[config.mk]
export PLATFORM = sky130hd
export DESIGN_NAME = dma_top
export DESIGN_NICKNAME = d
export VERILOG_FILES = /design/src/design/dma_types_pkg.sv /design/src/design/dma_bus_pkg.sv /design/src/design/cmd_fifo.sv /design/src/design/dma_regs.sv /design/src/design/dma_walker.sv /design/src/design/dma_engine.sv /design/src/design/dma_top.sv
export SDC_FILE = /design/constraint.sdc
export NUM_CORES = 2
export LEC_CHECK = 0
export BUFFER_PORTS_ARGS = -buffer_cell sky130_fd_sc_hd__buf_2
export CAP_MARGIN = 20
export CORE_MARGIN = 3
export CORE_UTILIZATION = 35
export CTS_CLUSTER_DIAMETER = 120
export DETAILED_ROUTE_END_ITERATION = 12
export PLACE_DENSITY = 0.61
export SETUP_SLACK_MARGIN = 0.3
export SLEW_MARGIN = 20
export SYNTH_ARGS = -nofsm -noshare
export SYNTH_HDL_FRONTEND = slang
export SYNTH_SLANG_ARGS = --single-unit
[constraint.sdc]
create_clock -name i_clock -period 29.6 [get_ports i_clock]
set_input_delay 2.96 -clock i_clock [delete_from_list [all_inputs] [get_ports i_clock]]
set_output_delay 2.96 -clock i_clock [all_outputs]
set_load 0.05 [all_outputs]
[src/design/dma_types_pkg.sv]
/*
 DMA command types: opcode and engine state enums,
 the queued command struct and the address step
*/

`default_nettype none

package dma_types_pkg;

	typedef enum logic [1:0] {
		NOP  = 2'd0, // Retires without bus traffic
		FILL = 2'd1,
		COPY = 2'd2,
		FEED = 2'd3
	} dma_op_t;

	typedef enum logic [2:0] {
		IDLE,
		FETCH,   // Queue pop in flight
		DECODE,  // Popped command valid
		RD_REQ,
		RD_WAIT,
		WR_REQ,
		WR_WAIT,
		GAP      // Bus released for one cycle
	} engine_state_t;

	typedef struct packed {
		dma_op_t     op;
		logic [31:0] src_or_value; // Source address, or fill value
		logic [31:0] dst;
		logic [31:0] count;        // Words moved minus one
		logic [31:0] tag;
	} dma_cmd_t;

	localparam logic [31:0] ADDR_STEP = 32'd4;

endpackage

`default_nettype wire

[src/design/dma_bus_pkg.sv]
/*
 Bus master request struct, CPU register map and status bits
*/

`default_nettype none

package dma_bus_pkg;

	typedef struct packed {
		logic        rw;      // 1 is write
		logic [31:0] address;
		logic [31:0] wdata;
	} bus_req_t;

	// Write side
	localparam logic [1:0] REG_SRC   = 2'd0;
	localparam logic [1:0] REG_DST   = 2'd1;
	localparam logic [1:0] REG_COUNT = 2'd2;
	localparam logic [1:0] REG_CTRL  = 2'd3;

	// Read aliases
	localparam logic [1:0] REG_QUEUED  = 2'd0;
	localparam logic [1:0] REG_RETIRED = 2'd1;

	localparam int STATUS_BUSY = 0;
	localparam int STATUS_FULL = 1;

endpackage

`default_nettype wire

[src/design/cmd_fifo.sv]
/*
 Command queue, circular buffer with wrap bit and registered read data
*/

`timescale 1ns/1ps
`default_nettype none

module cmd_fifo #(
	parameter int DEPTH = 8
) (
	input  logic                    i_clock,
	input  logic                    i_arst_n,
	input  logic                    i_push,
	input  dma_types_pkg::dma_cmd_t i_push_data,
	input  logic                    i_pop,
	output dma_types_pkg::dma_cmd_t o_pop_data,
	output logic                    o_empty,
	output logic                    o_full
);
	localparam int AW = $clog2(DEPTH);

	dma_types_pkg::dma_cmd_t mem [DEPTH];
	logic [AW:0] wr_ptr;
	logic [AW:0] rd_ptr;
	logic        do_push;
	logic        do_pop;

	assign o_empty = (wr_ptr == rd_ptr);
	// Same slot, opposite lap
	assign o_full = (wr_ptr[AW] != rd_ptr[AW]) && (wr_ptr[AW-1:0] == rd_ptr[AW-1:0]);

	assign do_push = i_push && !o_full;
	assign do_pop  = i_pop && !o_empty;

	always_ff @(posedge i_clock or negedge i_arst_n) begin
		if (!i_arst_n) begin
			wr_ptr <= '0;
			rd_ptr <= '0;
		end else begin
			if (do_push)
				wr_ptr <= wr_ptr + 1'b1;
			if (do_pop)
				rd_ptr <= rd_ptr + 1'b1;
		end
	end

	always_ff @(posedge i_clock) begin
		if (do_push)
			mem[wr_ptr[AW-1:0]] <= i_push_data;
		if (do_pop)
			o_pop_data <= mem[rd_ptr[AW-1:0]]; // Valid the cycle after the pop
	end

endmodule

`default_nettype wire

[src/design/dma_regs.sv]
/*
 CPU register file: pending command fields, launch into the queue,
 queued and retired counters, status word
*/

`timescale 1ns/1ps
`default_nettype none

module dma_regs (
	input  logic                    i_clock,
	input  logic                    i_arst_n,
	input  logic                    i_request,
	input  logic                    i_rw,
	input  logic [1:0]              i_address,
	input  logic [31:0]             i_wdata,
	output logic [31:0]             o_rdata,
	output logic                    o_ready,
	output logic                    o_push,
	output dma_types_pkg::dma_cmd_t o_push_cmd,
	input  logic                    i_queue_full,
	input  logic                    i_retire,
	input  logic [31:0]             i_retire_tag,
	input  logic                    i_busy
);
	logic [31:0] queued_q;
	logic [31:0] retired_q;
	logic [31:0] status;
	logic        access;
	logic        launch;
	logic        launch_ok;

	assign access    = i_request && !o_ready; // New access not yet answered
	assign launch    = access && i_rw && (i_address == dma_bus_pkg::REG_CTRL);
	assign launch_ok = launch && !i_queue_full;

	always_comb begin
		status = '0;
		status[dma_bus_pkg::STATUS_BUSY] = i_busy;
		status[dma_bus_pkg::STATUS_FULL] = i_queue_full;
	end

	always_ff @(posedge i_clock or negedge i_arst_n) begin
		if (!i_arst_n) begin
			o_ready   <= 1'b0;
			o_push    <= 1'b0;
			queued_q  <= '0;
			retired_q <= '0;
		end else begin
			o_push <= launch_ok; // Queue sees the command built on this edge
			if (launch_ok)
				queued_q <= queued_q + 32'd1;
			if (i_retire)
				retired_q <= i_retire_tag;
			// A launch into a full queue waits here until a slot frees
			if (launch_ok || (access && !launch))
				o_ready <= 1'b1;
			else if (!i_request)
				o_ready <= 1'b0;
		end
	end

	always_ff @(posedge i_clock) begin
		if (access && !i_rw) begin
			case (i_address)
				dma_bus_pkg::REG_QUEUED:  o_rdata <= queued_q;
				dma_bus_pkg::REG_RETIRED: o_rdata <= retired_q;
				dma_bus_pkg::REG_CTRL:    o_rdata <= status;
				default:                  o_rdata <= '0;
			endcase
		end
		if (access && i_rw) begin
			case (i_address)
				dma_bus_pkg::REG_SRC:   o_push_cmd.src_or_value <= i_wdata;
				dma_bus_pkg::REG_DST:   o_push_cmd.dst <= i_wdata;
				dma_bus_pkg::REG_COUNT: o_push_cmd.count <= i_wdata;
				default: begin
					if (!i_queue_full) begin
						o_push_cmd.op  <= dma_types_pkg::dma_op_t'(i_wdata[1:0]);
						o_push_cmd.tag <= queued_q + 32'd1;
					end
				end
			endcase
		end
	end

endmodule

`default_nettype wire

[src/design/dma_walker.sv]
/*
 Working addresses and remaining word count of the active command
*/

`timescale 1ns/1ps
`default_nettype none

module dma_walker (
	input  logic                    i_clock,
	input  logic                    i_arst_n,
	input  logic                    i_load,
	input  dma_types_pkg::dma_cmd_t i_cmd,
	input  logic                    i_step_src,
	input  logic                    i_step_dst,
	input  logic                    i_count_dec,
	output logic [31:0]             o_src,
	output logic [31:0]             o_dst,
	output logic [31:0]             o_value,
	output logic                    o_last
);
	logic [31:0] src_q;
	logic [31:0] dst_q;
	logic [31:0] remain_q;

	always_ff @(posedge i_clock or negedge i_arst_n) begin
		if (!i_arst_n) begin
			src_q    <= '0;
			dst_q    <= '0;
			remain_q <= '0;
		end else if (i_load) begin
			src_q    <= i_cmd.src_or_value;
			dst_q    <= i_cmd.dst;
			remain_q <= i_cmd.count;
		end else begin
			if (i_step_src)
				src_q <= src_q + dma_types_pkg::ADDR_STEP;
			if (i_step_dst)
				dst_q <= dst_q + dma_types_pkg::ADDR_STEP;
			if (i_count_dec)
				remain_q <= remain_q - 32'd1;
		end
	end

	assign o_src   = src_q;
	assign o_dst   = dst_q;
	// FILL never steps the source, so the register keeps the fill value
	assign o_value = src_q;
	assign o_last  = (remain_q == '0);

endmodule

`default_nettype wire

[src/design/dma_engine.sv]
/*
 Bus master FSM: fetches commands and sequences reads, writes and gaps
*/

`timescale 1ns/1ps
`default_nettype none

module dma_engine (
	input  logic                    i_clock,
	input  logic                    i_arst_n,
	input  logic                    i_queue_empty,
	output logic                    o_pop,
	input  dma_types_pkg::dma_cmd_t i_cmd,
	output logic                    o_load,
	output logic                    o_step_src,
	output logic                    o_step_dst,
	output logic                    o_count_dec,
	input  logic [31:0]             i_src,
	input  logic [31:0]             i_dst,
	input  logic [31:0]             i_value,
	input  logic                    i_last,
	output logic                    o_bus_request,
	output dma_bus_pkg::bus_req_t   o_bus_req,
	input  logic                    i_bus_ready,
	input  logic [31:0]             i_bus_rdata,
	output logic                    o_retire,
	output logic [31:0]             o_retire_tag,
	output logic                    o_busy
);
	dma_types_pkg::engine_state_t state_q;
	dma_types_pkg::engine_state_t state_d;
	dma_types_pkg::dma_op_t       op_q;
	logic [31:0]                  tag_q;
	logic [31:0]                  data_q; // Read word held for the write
	logic                         accept;
	logic                         retire_now;

	assign accept = o_bus_request && i_bus_ready;

	always_comb begin
		state_d     = state_q;
		o_pop       = 1'b0;
		o_load      = 1'b0;
		o_step_src  = 1'b0;
		o_step_dst  = 1'b0;
		o_count_dec = 1'b0;
		retire_now  = 1'b0;
		case (state_q)
			dma_types_pkg::IDLE:
				if (!i_queue_empty)
					state_d = dma_types_pkg::FETCH;
			dma_types_pkg::FETCH: begin
				o_pop   = 1'b1;
				state_d = dma_types_pkg::DECODE;
			end
			dma_types_pkg::DECODE: begin
				o_load = 1'b1;
				case (i_cmd.op)
					dma_types_pkg::NOP: begin
						retire_now = 1'b1;
						state_d    = dma_types_pkg::IDLE;
					end
					dma_types_pkg::FILL: state_d = dma_types_pkg::WR_REQ;
					default:             state_d = dma_types_pkg::RD_REQ;
				endcase
			end
			dma_types_pkg::RD_REQ:  state_d = dma_types_pkg::RD_WAIT;
			dma_types_pkg::RD_WAIT:
				if (accept) begin
					o_step_src = 1'b1;
					state_d    = dma_types_pkg::WR_REQ;
				end
			dma_types_pkg::WR_REQ:  state_d = dma_types_pkg::WR_WAIT;
			dma_types_pkg::WR_WAIT:
				if (accept) begin
					o_step_dst = (op_q != dma_types_pkg::FEED); // Port address is fixed
					if (i_last) begin
						retire_now = 1'b1;
						state_d    = dma_types_pkg::IDLE;
					end else begin
						o_count_dec = 1'b1;
						state_d     = dma_types_pkg::GAP;
					end
				end
			dma_types_pkg::GAP:
				state_d = (op_q == dma_types_pkg::FILL) ? dma_types_pkg::WR_REQ
				                                        : dma_types_pkg::RD_REQ;
			default: state_d = dma_types_pkg::IDLE;
		endcase
	end

	always_ff @(posedge i_clock or negedge i_arst_n) begin
		if (!i_arst_n) begin
			state_q       <= dma_types_pkg::IDLE;
			o_bus_request <= 1'b0;
			o_retire      <= 1'b0;
		end else begin
			state_q  <= state_d;
			o_retire <= retire_now;
			if (state_q == dma_types_pkg::RD_REQ || state_q == dma_types_pkg::WR_REQ)
				o_bus_request <= 1'b1;
			else if (accept)
				o_bus_request <= 1'b0; // Drop right after acceptance
		end
	end

	always_ff @(posedge i_clock) begin
		if (o_load) begin
			op_q  <= i_cmd.op;
			tag_q <= i_cmd.tag;
		end
		if (state_q == dma_types_pkg::RD_WAIT && accept)
			data_q <= i_bus_rdata;
		if (state_q == dma_types_pkg::RD_REQ) begin
			o_bus_req.rw      <= 1'b0;
			o_bus_req.address <= i_src;
			o_bus_req.wdata   <= '0;
		end else if (state_q == dma_types_pkg::WR_REQ) begin
			o_bus_req.rw      <= 1'b1;
			o_bus_req.address <= i_dst;
			o_bus_req.wdata   <= (op_q == dma_types_pkg::FILL) ? i_value : data_q;
		end
	end

	assign o_retire_tag = tag_q;
	assign o_busy       = (state_q != dma_types_pkg::IDLE) || !i_queue_empty;

endmodule

`default_nettype wire

[src/design/dma_top.sv]
/*
 DMA controller top: register file, command queue, engine and walker
*/

`timescale 1ns/1ps
`default_nettype none

module dma_top #(
	parameter int QUEUE_DEPTH = 8
) (
	input  logic                  i_clock,
	input  logic                  i_arst_n,
	input  logic                  i_request,
	input  logic                  i_rw,
	input  logic [1:0]            i_address,
	input  logic [31:0]           i_wdata,
	output logic [31:0]           o_rdata,
	output logic                  o_ready,
	output logic                  o_bus_request,
	output dma_bus_pkg::bus_req_t o_bus_req,
	input  logic                  i_bus_ready,
	input  logic [31:0]           i_bus_rdata
);
	dma_types_pkg::dma_cmd_t push_cmd;
	dma_types_pkg::dma_cmd_t pop_cmd;
	logic        push, pop, q_empty, q_full;
	logic        retire, busy;
	logic [31:0] retire_tag;
	logic        load, step_src, step_dst, count_dec, last;
	logic [31:0] src, dst, value;

	dma_regs u_regs (
		.i_clock(i_clock), .i_arst_n(i_arst_n),
		.i_request(i_request), .i_rw(i_rw), .i_address(i_address), .i_wdata(i_wdata),
		.o_rdata(o_rdata), .o_ready(o_ready),
		.o_push(push), .o_push_cmd(push_cmd), .i_queue_full(q_full),
		.i_retire(retire), .i_retire_tag(retire_tag), .i_busy(busy)
	);

	cmd_fifo #(.DEPTH(QUEUE_DEPTH)) u_queue (
		.i_clock(i_clock), .i_arst_n(i_arst_n),
		.i_push(push), .i_push_data(push_cmd),
		.i_pop(pop), .o_pop_data(pop_cmd),
		.o_empty(q_empty), .o_full(q_full)
	);

	dma_engine u_engine (
		.i_clock(i_clock), .i_arst_n(i_arst_n),
		.i_queue_empty(q_empty), .o_pop(pop), .i_cmd(pop_cmd),
		.o_load(load), .o_step_src(step_src), .o_step_dst(step_dst),
		.o_count_dec(count_dec), .i_src(src), .i_dst(dst), .i_value(value), .i_last(last),
		.o_bus_request(o_bus_request), .o_bus_req(o_bus_req),
		.i_bus_ready(i_bus_ready), .i_bus_rdata(i_bus_rdata),
		.o_retire(retire), .o_retire_tag(retire_tag), .o_busy(busy)
	);

	dma_walker u_walker (
		.i_clock(i_clock), .i_arst_n(i_arst_n),
		.i_load(load), .i_cmd(pop_cmd),
		.i_step_src(step_src), .i_step_dst(step_dst), .i_count_dec(count_dec),
		.o_src(src), .o_dst(dst), .o_value(value), .o_last(last)
	);

endmodule

`default_nettype wire

==> qor.yml <==
wirelength_um: 140000
crit_chain: "buf_4 -> buf_4 -> buf_4 -> buf_4 -> mux4_2 -> mux2_2"
core_sq_um: 175000
h-tree-depth: 4
status: "complete, no violations"
period_share_pct: 17.6
chipWidth_um: 426
ys_seq_elements: 1638
ys_types: 60
ctsResizeCount: 0
ioPinCount: 170
place_area_sq_um: 65500
top_layer_used: "met5"
hold_start: "u_queue.o_pop_data[5]"
grt_pass1_wl_um: 207000
wl_per_cell_um: 24.0
post_cts_buffers: 0
internal_power_uw: 4360
synth_edf_count: 1430
worst_slew_pin_slew_ns: 1.08
p_sw_uw: 1630
cap_violations: 0
clock_skew_ns: 0.0307
crit_start: "u_queue.rd_ptr[1]"
hold_buffers: 0
drcViolationCount: 0
ant_nets: 0
hold_viol_final: 0
drive_gt1_share_pct: 26.2
overflow: 0
cts_buffers: 157
ys.warnings.count: 0
viasPerCell: 5.05
hold_end: "u_engine.o_retire_tag[5]"
regArea_sq_um: 48000
hold_slack_ns: 0.419
hold_path_class: "reg -> reg"
critPathRequiredTime_ns: 30.12
num_rows: 153
critical-path-top-delay-family: "buffers and inverters"
ys.flop_type: "edfxtp_1"
synthCells: 3131
track_usage_pct: 15.4
path_buf_inv: 4
slowest_delay_ns: 1.00
synth_area_sq_um: 61800
cts.sinks: 1638
gp_congestion: 0.787
port_buffers: 169
combPwrFrac_pct: 17.9
cp-end-kind: "flip-flop"
clock_latency_ns: 0.78
cts_tree: "yes"
dr_wl_met2_um: 71200
r2r-start: "u_queue.rd_ptr[1]"
multi_input_area_sq_um: 13300
cts_root_buf: "clkbuf_16"
clock.fmax_mhz: 192
fin_area_sq_um: 70700
antenna_found_initial: 13
rsz0062_at_grt: "no"
r2r_end: "u_queue.o_pop_data[56]"
fillCellCount: 15397
drt-pass1-iter-count: 7
synth-seq-area-share_pct: 77.6
nets: 3439
die_area_sq_um: 182000
met1_length_um: 58700
grt_max_degree: 131
start_kind: "flip-flop"
seqPwrFrac_pct: 48.4
vias: 29405
clk_pin_slew_ns: 0.06
grt_pass1_vias: 30501
cts.path.max_buffers: 3
die_y_um: 426
arrival_ns: 5.74
p_per_area_nw_per_um2: 84.7
fin_crit_ns: 5.21
crit_path_max_fanout: 63
irDropWorstVdd_uv: 66.1
area_growth_pct: 14.4
dp_hpwl_um: 79400
critPathKind: "reg -> reg"
finalSetupViolCount: 0
synthesis.nets: 3209
worstRegToRegCells: 6
setup-tns-final_ns: 0
crit_top_cell: "buf_4"
swShare_pct: 27.2
final_common_cell: "edfxtp_1"
final_max_slew_viol_count: 0
p_leak_uw: 0.0229
slew_headroom_pct: 27.8
initial_core_util_pct: 35.4
layout_common_cells: "edfxtp_1 (1430), mux4_2 (260), nand2_1 (195)"
synth.avg_cell_area_sq_um: 19.7
min_path_cells: 0
drt_iter0_markers: 2452
r2r_slack_ns: 24.39
route.met3.wl_um: 6010
crit_slowest_cell: "dfrtp_4"
async_reset_ff_share_pct: 10.7
pwr-share-clk_pct: 33.7
[power groups by stage]
| stage | logic (uW) | registers (uW) | clock network (uW) |
|---|---|---|---|
| 2_1_floorplan | 751 | 2950 | 0 |
| 3_3_place_gp | 1090 | 2950 | 0 |
| 3_5_place_dp | 1100 | 2950 | 0 |
| 4_1_cts | 1100 | 2900 | 2070 |
| 5_1_grt | 1170 | 2920 | 2160 |
| 6_report | 1080 | 2900 | 2020 |
[cell type report]
cell class | instances | area share [%]
well taps | 2325 | 4.11
flip-flops and latches | 1638 | 67.8
inverters | 17 | 0.0973
clock buffers | 201 | 6.02
diodes | 7 | 0.0248
repair buffers | 224 | 1.81
multi-input cells | 1323 | 18.8
clock inverters | 89 | 1.34
[registers in the layout, indices dropped and copies added (netlist names), 3 cells and up]
name	count
u_queue.mem	1040
u_queue.o_pop_data	130
u_regs.o_push_cmd	130
u_engine.o_bus_req	65
u_engine.data_q	32
u_engine.o_retire_tag	32
u_regs.o_rdata	32
u_regs.queued_q	32
u_regs.retired_q	32
u_walker.o_dst	32
u_walker.o_src	32
u_walker.remain_q	32
u_queue.rd_ptr	4
u_queue.wr_ptr	4
u_engine.state_q	3
[cells by family (layout without fill, tap and decap cells)]
group	count (synthesis)	count (layout)	synth area share (%)
muxes	487	487	13.5
buffers and inverters	170	531	1.07
adders and majority gates	7	7	0.142
xor gates and xnor gates	143	143	2.03
DFF	1638	1638	77.6
AOI/OAI and AO/OA	187	187	1.83
other	0	7	0
and+or+nand+nor	499	499	3.83
[metal layers]
layer	up-vias	track usage [%]
met1	15606	20.2
met5	-	0
met2	708	26.3
met4	6	5.00
li1	12866	-
met3	219	2.42
[through the flow]
step	std cells	worst slack (ns)	total power, uW	utilization (%)
floorplan	3131	18.79	3710	-
global placement	5527	23.98	4030	37.5
detailed placement	5527	23.97	4050	37.5
CTS	5817	24.22	6070	40.5
global route	5821	24.09	6250	40.5
finish	5824	24.39	5990	40.5
[synth_stat cells, drive strengths merged, types with 3 or more instances]
library cell | number | area (sq um)
dfxtp | 33 | 661
nand2b | 7 | 43.8
nor4 | 13 | 111
mux2 | 166 | 1870
ha | 7 | 87.6
nand3b | 5 | 37.5
nand2 | 195 | 732
nor2 | 115 | 432
a21oi | 15 | 75.1
nand4 | 22 | 138
or3 | 11 | 82.6
or4 | 5 | 45.0
nor3b | 3 | 22.5
edfxtp | 1430 | 42900
mux4 | 260 | 5860
dfrtp | 175 | 4380
mux2i | 61 | 611
a211oi | 5 | 37.5
nor3 | 26 | 130
o21ai | 111 | 556
and4 | 7 | 61.3
xnor2 | 78 | 683
o211ai | 3 | 22.5
a22o | 31 | 272
nor2b | 4 | 25.0
clkbuf | 109 | 410
and3 | 23 | 144
a31oi | 8 | 50.1
and2 | 8 | 50.1
nand3 | 47 | 240
xor2 | 65 | 569
buf | 44 | 188
inv | 17 | 63.8
[how the worst max path moves through the flow]
stage	end	slack [ns]	depth (start not counted)
detailed placement	u_regs.queued_q[9]	23.97	8
finish	u_queue.o_pop_data[56]	24.39	6
CTS	u_queue.o_pop_data[56]	24.22	6
global placement	u_regs.queued_q[13]	23.98	8
global route	u_queue.o_pop_data[54]	24.09	6
floorplan	u_queue.mem[0][0]	18.79	7
(Power assumes the default switching activity.)
